`config.mk`:
```
export PLATFORM = sky130hd
export DESIGN_NAME = core_top
export DESIGN_NICKNAME = d
export VERILOG_FILES = /design/src/logic/core_pkg.sv /design/src/logic/core_top.sv /design/src/logic/exec_lane.sv /design/src/logic/issue_unit.sv /design/src/logic/regfile.sv /design/src/logic/writeback_unit.sv
export SDC_FILE = /design/constraint.sdc
export NUM_CORES = 2
export LEC_CHECK = 0
export ABC_CLOCK_PERIOD_IN_PS = 7400
export BUFFER_PORTS_ARGS = -buffer_cell sky130_fd_sc_hd__buf_2
export CAP_MARGIN = 20
export CORE_MARGIN = 1.5
export CORE_UTILIZATION = 28
export DETAILED_ROUTE_END_ITERATION = 8
export PLACE_DENSITY = 0.54
export RECOVER_POWER = 50
export SLEW_MARGIN = 20
export SYNTH_ARGS = -nofsm -noshare
export SYNTH_HDL_FRONTEND = slang
export SYNTH_SLANG_ARGS = --single-unit
export TNS_END_PERCENT = 50
```
`constraint.sdc`:
```
create_clock -name clk -period 7.4 [get_ports clk]
set_clock_uncertainty 0.2 [all_clocks]
set_input_delay 0.74 -clock clk [delete_from_list [all_inputs] [get_ports clk]]
set_output_delay 0.74 -clock clk [all_outputs]
set_load 0.05 [all_outputs]
```
`src/logic/core_pkg.sv`:
```
package core_pkg;

	localparam int WORD_W = 32;
	localparam int REG_AW = 5;
	localparam int ISSUE_NUM = 2;
	localparam int REG_NUM = 32;

	typedef logic [WORD_W-1:0] word_t;
	typedef logic [WORD_W-1:0] instr_t;
	typedef logic [REG_AW-1:0] reg_addr_t;

	typedef enum logic [3:0] {
		ALU_NOP,
		ALU_ADDU,
		ALU_SUBU,
		ALU_AND,
		ALU_OR,
		ALU_XOR,
		ALU_SLT,
		ALU_SLL,
		ALU_ADDIU,
		ALU_ORI,
		ALU_LUI
	} alu_op_t;

	typedef enum logic [1:0] {
		IDLE,
		ISSUE,
		ACK_WAIT
	} issue_state_t;

	// instruction fields
	localparam int OPC_MSB = 31;
	localparam int OPC_LSB = 26;
	localparam int RS_MSB = 25;
	localparam int RS_LSB = 21;
	localparam int RT_MSB = 20;
	localparam int RT_LSB = 16;
	localparam int RD_MSB = 15;
	localparam int RD_LSB = 11;
	localparam int SA_MSB = 10;
	localparam int SA_LSB = 6;
	localparam int FN_MSB = 5;
	localparam int FN_LSB = 0;
	localparam int IMM_MSB = 15;
	localparam int IMM_LSB = 0;

	localparam logic [5:0] OPC_SPECIAL = 6'h00;
	localparam logic [5:0] OPC_ADDIU = 6'h09;
	localparam logic [5:0] OPC_ORI = 6'h0d;
	localparam logic [5:0] OPC_LUI = 6'h0f;

	localparam logic [5:0] FN_SLL = 6'h00;
	localparam logic [5:0] FN_ADDU = 6'h21;
	localparam logic [5:0] FN_SUBU = 6'h23;
	localparam logic [5:0] FN_AND = 6'h24;
	localparam logic [5:0] FN_OR = 6'h25;
	localparam logic [5:0] FN_XOR = 6'h26;
	localparam logic [5:0] FN_SLT = 6'h2a;

endpackage

```
`src/logic/core_top.sv`:
```
`timescale 1ns/100ps

module core_top (
	input  logic                clk,
	input  logic                rst,
	input  logic                bundle_req,
	input  core_pkg::instr_t    bundle_instr0,
	input  core_pkg::instr_t    bundle_instr1,
	output logic                bundle_ack,
	input  core_pkg::reg_addr_t dbg_addr,
	output core_pkg::word_t     dbg_data,
	output core_pkg::word_t     retire_count
);

import core_pkg::*;

// issue to lanes
logic [ISSUE_NUM-1:0] lane_valid;
alu_op_t [ISSUE_NUM-1:0] lane_op;
word_t [ISSUE_NUM-1:0] lane_a;
word_t [ISSUE_NUM-1:0] lane_b;
reg_addr_t [ISSUE_NUM-1:0] lane_rd;

// lane results, also the bypass source
logic [ISSUE_NUM-1:0] res_valid;
reg_addr_t [ISSUE_NUM-1:0] res_rd;
word_t [ISSUE_NUM-1:0] res_data;

logic [ISSUE_NUM-1:0] rf_we;
reg_addr_t [ISSUE_NUM-1:0] rf_waddr;
word_t [ISSUE_NUM-1:0] rf_wdata;
reg_addr_t [2*ISSUE_NUM-1:0] issue_raddr;
// debug port sits above the issue read ports
reg_addr_t [2*ISSUE_NUM:0] rf_raddr;
word_t [2*ISSUE_NUM:0] rf_rdata;

assign rf_raddr = {dbg_addr, issue_raddr};
assign dbg_data = rf_rdata[2*ISSUE_NUM];

issue_unit i_issue_unit (
	.clk,
	.rst,
	.bundle_req,
	.bundle_instr0,
	.bundle_instr1,
	.bundle_ack,
	.raddr      ( issue_raddr                 ),
	.rdata      ( rf_rdata[2*ISSUE_NUM-1:0]   ),
	.res_valid,
	.res_rd,
	.res_data,
	.lane_valid,
	.lane_op,
	.lane_a,
	.lane_b,
	.lane_rd
);

for (genvar i = 0; i < ISSUE_NUM; i++) begin : gen_lane
	exec_lane i_exec_lane (
		.clk,
		.rst,
		.lane_valid ( lane_valid[i] ),
		.lane_op    ( lane_op[i]    ),
		.lane_a     ( lane_a[i]     ),
		.lane_b     ( lane_b[i]     ),
		.lane_rd    ( lane_rd[i]    ),
		.res_valid  ( res_valid[i]  ),
		.res_rd     ( res_rd[i]     ),
		.res_data   ( res_data[i]   )
	);
end

writeback_unit i_writeback_unit (
	.clk,
	.rst,
	.res_valid,
	.res_rd,
	.res_data,
	.we    ( rf_we    ),
	.waddr ( rf_waddr ),
	.wdata ( rf_wdata ),
	.retire_count
);

regfile #(
	.READ_PORTS ( 2*ISSUE_NUM+1 )
) i_regfile (
	.clk,
	.rst,
	.we    ( rf_we    ),
	.waddr ( rf_waddr ),
	.wdata ( rf_wdata ),
	.raddr ( rf_raddr ),
	.rdata ( rf_rdata )
);

endmodule

```
`src/logic/exec_lane.sv`:
```
`timescale 1ns/100ps

module exec_lane (
	input  logic                clk,
	input  logic                rst,
	input  logic                lane_valid,
	input  core_pkg::alu_op_t   lane_op,
	input  core_pkg::word_t     lane_a,
	input  core_pkg::word_t     lane_b,
	input  core_pkg::reg_addr_t lane_rd,
	output logic                res_valid,
	output core_pkg::reg_addr_t res_rd,
	output core_pkg::word_t     res_data
);

import core_pkg::*;

word_t alu_out;
reg_addr_t dest;

always_comb begin
	case (lane_op)
		ALU_ADDU,
		ALU_ADDIU: begin
			alu_out = lane_a + lane_b;
		end
		ALU_SUBU: begin
			alu_out = lane_a - lane_b;
		end
		ALU_AND: begin
			alu_out = lane_a & lane_b;
		end
		ALU_OR,
		ALU_ORI: begin
			alu_out = lane_a | lane_b;
		end
		ALU_XOR: begin
			alu_out = lane_a ^ lane_b;
		end
		ALU_SLT: begin
			alu_out = word_t'($signed(lane_a) < $signed(lane_b));
		end
		ALU_SLL: begin
			alu_out = lane_b << lane_a[4:0];
		end
		ALU_LUI: begin
			// upper immediate already formed in issue
			alu_out = lane_b;
		end
		default: begin
			alu_out = '0;
		end
	endcase
end

// no-op still retires, aimed at r0
assign dest = (lane_op == ALU_NOP) ? '0 : lane_rd;

always_ff @(posedge clk) begin
	if (rst) begin
		res_valid <= 1'b0;
	end else begin
		res_valid <= lane_valid;
	end
end

always_ff @(posedge clk) begin
	res_rd <= dest;
	res_data <= alu_out;
end

endmodule

```
`src/logic/issue_unit.sv`:
```
`timescale 1ns/100ps

module issue_unit (
	input  logic                                             clk,
	input  logic                                             rst,
	input  logic                                             bundle_req,
	input  core_pkg::instr_t                                 bundle_instr0,
	input  core_pkg::instr_t                                 bundle_instr1,
	output logic                                             bundle_ack,
	output core_pkg::reg_addr_t [2*core_pkg::ISSUE_NUM-1:0]  raddr,
	input  core_pkg::word_t [2*core_pkg::ISSUE_NUM-1:0]      rdata,
	input  logic [core_pkg::ISSUE_NUM-1:0]                   res_valid,
	input  core_pkg::reg_addr_t [core_pkg::ISSUE_NUM-1:0]    res_rd,
	input  core_pkg::word_t [core_pkg::ISSUE_NUM-1:0]        res_data,
	output logic [core_pkg::ISSUE_NUM-1:0]                   lane_valid,
	output core_pkg::alu_op_t [core_pkg::ISSUE_NUM-1:0]      lane_op,
	output core_pkg::word_t [core_pkg::ISSUE_NUM-1:0]        lane_a,
	output core_pkg::word_t [core_pkg::ISSUE_NUM-1:0]        lane_b,
	output core_pkg::reg_addr_t [core_pkg::ISSUE_NUM-1:0]    lane_rd
);

import core_pkg::*;

issue_state_t state;
instr_t [ISSUE_NUM-1:0] slot_instr;
logic [ISSUE_NUM-1:0] pending;
logic [ISSUE_NUM-1:0] go;
logic [ISSUE_NUM-1:0] stall;
logic [ISSUE_NUM-1:0] a_is_reg;
logic [ISSUE_NUM-1:0] b_is_reg;
alu_op_t [ISSUE_NUM-1:0] dec_op;
reg_addr_t [ISSUE_NUM-1:0] dec_rs;
reg_addr_t [ISSUE_NUM-1:0] dec_rt;
reg_addr_t [ISSUE_NUM-1:0] dec_rd;
word_t [ISSUE_NUM-1:0] imm_a;
word_t [ISSUE_NUM-1:0] imm_b;
word_t [ISSUE_NUM-1:0] opnd_a;
word_t [ISSUE_NUM-1:0] opnd_b;
logic dep_10;

// dispatched last cycle, result not in a lane register yet
function automatic logic in_flight(input reg_addr_t src);
	logic hit;
	hit = 1'b0;
	for (int j = 0; j < ISSUE_NUM; j++) begin
		if (lane_valid[j] && lane_rd[j] == src && src != '0) begin
			hit = 1'b1;
		end
	end
	return hit;
endfunction

// later lane wins, it holds the younger slot
function automatic word_t bypass(input reg_addr_t src, input word_t rf_val);
	word_t val;
	val = rf_val;
	for (int j = 0; j < ISSUE_NUM; j++) begin
		if (res_valid[j] && res_rd[j] == src && src != '0) begin
			val = res_data[j];
		end
	end
	return val;
endfunction

always_comb begin
	for (int s = 0; s < ISSUE_NUM; s++) begin
		dec_rs[s] = slot_instr[s][RS_MSB:RS_LSB];
		dec_rt[s] = slot_instr[s][RT_MSB:RT_LSB];
		dec_op[s] = ALU_NOP;
		dec_rd[s] = '0;
		a_is_reg[s] = 1'b0;
		b_is_reg[s] = 1'b0;
		imm_a[s] = word_t'(slot_instr[s][SA_MSB:SA_LSB]);
		imm_b[s] = '0;
		case (slot_instr[s][OPC_MSB:OPC_LSB])
			OPC_SPECIAL: begin
				a_is_reg[s] = 1'b1;
				b_is_reg[s] = 1'b1;
				dec_rd[s] = slot_instr[s][RD_MSB:RD_LSB];
				case (slot_instr[s][FN_MSB:FN_LSB])
					FN_ADDU: dec_op[s] = ALU_ADDU;
					FN_SUBU: dec_op[s] = ALU_SUBU;
					FN_AND: dec_op[s] = ALU_AND;
					FN_OR: dec_op[s] = ALU_OR;
					FN_XOR: dec_op[s] = ALU_XOR;
					FN_SLT: dec_op[s] = ALU_SLT;
					FN_SLL: begin
						// shift amount rides on operand a
						dec_op[s] = ALU_SLL;
						a_is_reg[s] = 1'b0;
					end
					default: begin
						a_is_reg[s] = 1'b0;
						b_is_reg[s] = 1'b0;
						dec_rd[s] = '0;
					end
				endcase
			end
			OPC_ADDIU: begin
				dec_op[s] = ALU_ADDIU;
				a_is_reg[s] = 1'b1;
				dec_rd[s] = dec_rt[s];
				imm_b[s] = {{(WORD_W-16){slot_instr[s][IMM_MSB]}}, slot_instr[s][IMM_MSB:IMM_LSB]};
			end
			OPC_ORI: begin
				dec_op[s] = ALU_ORI;
				a_is_reg[s] = 1'b1;
				dec_rd[s] = dec_rt[s];
				imm_b[s] = word_t'(slot_instr[s][IMM_MSB:IMM_LSB]);
			end
			OPC_LUI: begin
				dec_op[s] = ALU_LUI;
				dec_rd[s] = dec_rt[s];
				imm_b[s] = {slot_instr[s][IMM_MSB:IMM_LSB], 16'h0000};
			end
			default: ;
		endcase
	end
end

always_comb begin
	for (int s = 0; s < ISSUE_NUM; s++) begin
		raddr[2*s] = dec_rs[s];
		raddr[2*s+1] = dec_rt[s];
		opnd_a[s] = a_is_reg[s] ? bypass(dec_rs[s], rdata[2*s]) : imm_a[s];
		opnd_b[s] = b_is_reg[s] ? bypass(dec_rt[s], rdata[2*s+1]) : imm_b[s];
		stall[s] = (a_is_reg[s] && in_flight(dec_rs[s])) ||
			(b_is_reg[s] && in_flight(dec_rt[s]));
	end
end

// slot 1 reads what slot 0 writes
assign dep_10 = dec_rd[0] != '0 &&
	((a_is_reg[1] && dec_rs[1] == dec_rd[0]) || (b_is_reg[1] && dec_rt[1] == dec_rd[0]));

// in order, slot 1 never passes slot 0
always_comb begin
	go = '0;
	if (state == ISSUE) begin
		go[0] = pending[0] && !stall[0];
		go[1] = pending[1] && !stall[1] && (!pending[0] || (go[0] && !dep_10));
	end
end

always_ff @(posedge clk) begin
	if (rst) begin
		state <= IDLE;
		pending <= '0;
		bundle_ack <= 1'b0;
		lane_valid <= '0;
	end else begin
		lane_valid <= go;
		case (state)
			IDLE: begin
				if (bundle_req) begin
					state <= ISSUE;
					pending <= '1;
				end
			end
			ISSUE: begin
				pending <= pending & ~go;
				if ((pending & ~go) == '0) begin
					state <= ACK_WAIT;
				end
			end
			ACK_WAIT: begin
				if (!bundle_ack) begin
					bundle_ack <= 1'b1;
				end else if (!bundle_req) begin
					bundle_ack <= 1'b0;
					state <= IDLE;
				end
			end
			default: state <= IDLE;
		endcase
	end
end

always_ff @(posedge clk) begin
	if (state == IDLE && bundle_req) begin
		slot_instr[0] <= bundle_instr0;
		slot_instr[1] <= bundle_instr1;
	end
	lane_op <= dec_op;
	lane_a <= opnd_a;
	lane_b <= opnd_b;
	lane_rd <= dec_rd;
end

endmodule

```
`src/logic/regfile.sv`:
```
`timescale 1ns/100ps

module regfile #(
	parameter int READ_PORTS = 4
) (
	input  logic                                     clk,
	input  logic                                     rst,
	input  logic [1:0]                               we,
	input  core_pkg::reg_addr_t [1:0]                waddr,
	input  core_pkg::word_t [1:0]                    wdata,
	input  core_pkg::reg_addr_t [READ_PORTS-1:0]     raddr,
	output core_pkg::word_t [READ_PORTS-1:0]         rdata
);

import core_pkg::*;

word_t regs [REG_NUM];

// port 1 is the younger slot, so it lands last
always_ff @(posedge clk) begin
	if (rst) begin
		for (int r = 0; r < REG_NUM; r++) begin
			regs[r] <= '0;
		end
	end else begin
		for (int w = 0; w < 2; w++) begin
			if (we[w] && waddr[w] != '0) begin
				regs[waddr[w]] <= wdata[w];
			end
		end
	end
end

// plain array read, bypass lives in the issue unit
always_comb begin
	for (int p = 0; p < READ_PORTS; p++) begin
		rdata[p] = regs[raddr[p]];
	end
end

endmodule

```
`src/logic/writeback_unit.sv`:
```
`timescale 1ns/100ps

module writeback_unit (
	input  logic                                          clk,
	input  logic                                          rst,
	input  logic [core_pkg::ISSUE_NUM-1:0]                res_valid,
	input  core_pkg::reg_addr_t [core_pkg::ISSUE_NUM-1:0] res_rd,
	input  core_pkg::word_t [core_pkg::ISSUE_NUM-1:0]     res_data,
	output logic [core_pkg::ISSUE_NUM-1:0]                we,
	output core_pkg::reg_addr_t [core_pkg::ISSUE_NUM-1:0] waddr,
	output core_pkg::word_t [core_pkg::ISSUE_NUM-1:0]     wdata,
	output core_pkg::word_t                               retire_count
);

import core_pkg::*;

word_t num_retired;

// an older lane loses to a younger one on the same register
always_comb begin
	for (int i = 0; i < ISSUE_NUM; i++) begin
		we[i] = res_valid[i];
		waddr[i] = res_rd[i];
		wdata[i] = res_data[i];
		for (int j = i + 1; j < ISSUE_NUM; j++) begin
			if (res_valid[j] && res_rd[j] == res_rd[i] && res_rd[i] != '0) begin
				we[i] = 1'b0;
			end
		end
	end
end

// every valid result retires, no-ops and suppressed writes too
always_comb begin
	num_retired = '0;
	for (int i = 0; i < ISSUE_NUM; i++) begin
		num_retired = num_retired + word_t'(res_valid[i]);
	end
end

always_ff @(posedge clk) begin
	if (rst) begin
		retire_count <= '0;
	end else begin
		retire_count <= retire_count + num_retired;
	end
end

endmodule

```
==> impl_metrics.py <==
metrics = {
    "power": {
        "seqPwrFrac_pct": 35.5,
        "p_sw_share_pct": 35.1,
        "p_comb_share_pct": 30.7,
        "clkPwrFrac_pct": 33.7,
        "p_switching_uw": 9270,
        "vdd_drop_max_mv": 0.223,
        "internal-power_uw": 17200,
        "p_leak_uw": 0.0404,
        "p_per_area_nw_per_um2": 219,
    },
    "clock_network": {
        "cts_tree": "built",
        "post_cts_resize_count": 0,
        "ctsHtreeMaxLevel": 4,
        "post-cts-setup-buffers": 0,
        "cts.path.max_buffers": 4,
        "clock_latency_ns": 0.91,
        "numCtsBuffers": 173,
        "numClockSinks": 1369,
        "clk_pin_slew_ns": 0.06,
        "cts-root-buf": "clkbuf_16",
        "cts_hold_buffers": 64,
    },
    "routing": {
        "avgViaCountPerCell": 6.86,
        "drtIter0Drc": 15330,
        "vias": 89147,
        "wl_per_cell_um": 41.1,
        "totalWireLength_um": 534000,
        "firstDrtPassIters": 8,
        "drc": 0,
        "final_antenna_net_count": 0,
    },
    "timing": {
        "rsz0062_at_grt": "no",
        "finalSetupViolCount": 0,
        "fin_crit_sh_pct": 89.7,
        "tightestPinTransition_ns": 4.42,
        "slew_viol_final": 1126,
        "relSlewSlack_pct": -195,
        "setup_tns_ns": 0,
        "min_period_ns": 6.64,
        "hold_violations": 0,
        "max_freq_mhz": 151,
    },
    "synth": {
        "netlist_area_um2": 108000,
        "synth_ff_type": "edfxtp_1",
        "synth_warnings": 0,
        "synthArstFlopShare_pct": 0,
        "yosys-top-cells-area": "mux4_2 34%, edfxtp_1 30%, a22o_1 8.2%, dfxtp_1 5.2%, clkbuf_1 2.9%",
        "ys_seq_area_share_pct": 35.4,
        "synth-seq-cells": 1369,
        "avgSynthCellArea_um2": 13.3,
        "syn_inst": 8155,
        "yosys.area.top_type": "mux4_2",
        "synth_edf_count": 1088,
        "synth_top_area_share_pct": 34.2,
        "yosysUniqueCellTypes": 104,
    },
    "grt": {
        "grt.overflow.total": 0,
        "grt_max_degree": 97,
        "grt_usage_pct": 26.6,
        "antenna_found_initial": 33,
        "grt_pass1_vias": 84963,
        "grt_pass1_wl_um": 727000,
    },
    "critical_path": {
        "crit_fanout": 18,
        "reg2reg_slack_ns": 0.76,
        "r2r_end": "i_regfile.regs[20][0]",
        "reg2reg_from": "gen_lane[0].i_exec_lane.res_rd[0]",
        "r2r.worst_path.cells": 9,
        "worstPathArrival_ns": 7.16,
        "crit_type": "reg2reg",
        "startpoint_type": "flop",
        "cp.required_ns": 7.92,
        "critPathCaptureType": "flop",
    },
    "placed_design": {
        "io_buffers": 136,
        "place_congestion": 0.962,
        "place_area_um2": 115000,
        "dp_hpwl_um": 336000,
    },
    "worst_hold_path": {
        "hold_path.class": "in2reg",
        "hold_end": "i_issue_unit.bundle_ack",
        "min_path_cells": 3,
        "min-delay-start": "bundle_req",
    },
    "outcome": {
        "status": "complete, but fails checks",
        "failed_checks": "capacitance limit, slew limit",
    },
    "floorplanning": {
        "start_util_pct": 28.1,
        "pin_count": 137,
        "die_area_um2": 390000,
        "die_w_um": 625,
        "die_y_um": 625,
        "num_rows": 228,
        "coreArea_um2": 385000,
    },
    "finish": {
        "multi_input_area_um2": 65500,
        "nets": 8041,
        "synthToLayoutAreaGrowth_pct": 11.6,
        "drive_gt1_share_pct": 31.9,
        "fin_area_um2": 121000,
        "fillers": 37942,
        "register_area_um2": 38400,
    },
    "job": {
        "drv_cap": 47,
    },
}
==> worst max-delay path by stage <==
stage                                 startpoint                              endpoint  slack [ns]  cells after the start
2_1_floorplan             i_issue_unit.lane_a[0]  gen_lane[0].i_exec_lane.res_data[26]        2.81                     17
3_3_place_gp             i_issue_unit.lane_a[32]  gen_lane[1].i_exec_lane.res_data[28]        2.12                     14
3_5_place_dp             i_issue_unit.lane_a[32]   gen_lane[1].i_exec_lane.res_data[0]        2.15                     14
4_1_cts                  i_issue_unit.lane_a[32]   gen_lane[1].i_exec_lane.res_data[0]        2.10                     14
5_1_grt        gen_lane[0].i_exec_lane.res_rd[0]                 i_regfile.regs[20][3]        0.92                      9
6_report       gen_lane[0].i_exec_lane.res_rd[0]                 i_regfile.regs[20][0]        0.76                      9
==> layout make-up <==
type	instances	area share, %
antenna	30	0.0622
sequential	1369	31.8
clock inverter	97	0.852
multi-input combinational	5504	54.3
timing repair buffer	510	3.29
inverter	211	0.657
tap	5060	5.24
clock buffer	209	3.86
==> per-layer routing <==
metal  vias up  global-route usage (%)  part of all wire [%]
li1      33356                       -                     -
met1     45871                    32.1                    34
met2      8112                    38.4                    42
met3      1782                    12.3                    16
met4        26                    16.2                   7.2
met5         -                   0.605                  0.13
==> critical path, cell delays in order (launching register included) <==
cell      delay, ns
dfxtp_1        0.59
or2_0          0.86
nand3b_1       0.22
nand4b_1       0.13
nor2_1         0.25
nand2_1        0.35
nor2_4         0.19
clkbuf_1       1.45
clkbuf_1       1.76
a22o_1         0.35
==> cells by family (layout without fill, tap and decap cells) <==
kind of cell,after synthesis,count (layout),synth area share [%]
AO/OA/AOI/OAI,2160,2160,15.3
multiplexers,1884,1884,36.5
flip-flops,1369,1369,35.4
buffers and inverters,1313,1027,4.75
AND/OR/NAND/NOR,1102,1102,4.71
adder cells (fa/ha/maj),200,200,2.35
XOR/XNOR,126,126,1.02
other,1,62,0.00347
==> cells in the mapped netlist, drive strengths merged, types with 16 or more instances <==
library cell / count
a221oi: 17
o21bai: 23
o21ai: 204
o22ai: 21
clkbuf: 838
a21o: 39
a31oi: 20
dfxtp: 281
nand4: 33
nand3: 48
inv: 210
and3: 20
a221o: 22
or2: 16
a22o: 1008
xnor2: 47
nand2: 248
mux2i: 184
edfxtp: 1088
mux4: 1641
nor4: 31
buf: 264
o221ai: 46
a222oi: 50
xor2: 79
o31ai: 17
nor2: 458
ha: 195
nor2b: 40
a211oi: 155
or3: 58
a21oi: 371
nand2b: 31
o211ai: 32
mux2: 59
nor3: 63
==> stage by stage <==
step | std cells | worst slack [ns] | power, uW | hold slack, ns | utilization, %
finish | 12990 | 0.759 | 26400 | 0.0656 | 31.4
global route | 12971 | 0.925 | 26900 | 0.0601 | 31.3
CTS | 12958 | 2.10 | 26100 | 0.0236 | 31.4
detailed placement | 12588 | 2.15 | 17200 | 0.287 | 29.7
global placement | 12585 | 2.12 | 17100 | 0.272 | 29.7
floorplan | 8186 | 2.81 | 14100 | 0.260 | -
==> power by group through the flow <==
stage / Combinational [uW] / Clock, uW / Sequential, uW
6_report: 8130 / 8920 / 9390
4_1_cts: 7750 / 8960 / 9360
5_1_grt: 8210 / 9230 / 9420
3_5_place_dp: 7700 / 0 / 9510
2_1_floorplan: 5160 / 0 / 8960
3_3_place_gp: 7640 / 0 / 9490
==> registers in the layout (all words and copies together) (netlist names), 8 cells and up, named ones only <==
name                           count
i_issue_unit.lane_b               64
i_issue_unit.slot_instr           34
i_issue_unit.imm_a                10
i_issue_unit.lane_op               8
i_issue_unit.lane_rd              10
gen_lane.i_exec_lane.res_data     64
i_writeback_unit.retire_count     32
gen_lane.i_exec_lane.res_rd       10
i_issue_unit.raddr                20
i_issue_unit.lane_a               64
i_regfile.regs                  1024
==> layout by cell type (no fill, tap or decap), types with 64 or more instances in the layout <==
master and instances:
mux4_2 1641, edfxtp_1 1088, a22o_1 1008, nor2_1 399
a21oi_1 370, dfxtp_1 257, nand2_1 248, buf_4 244
inv_1 208, o21ai_0 199, ha_1 195, clkbuf_16 180
mux2i_1 160, a211oi_1 155, clkbuf_1 107, xor2_1 79
buf_2 74, dlygate4sd3_1 64
No activity file was read; power rests on OpenSTA's default activity.
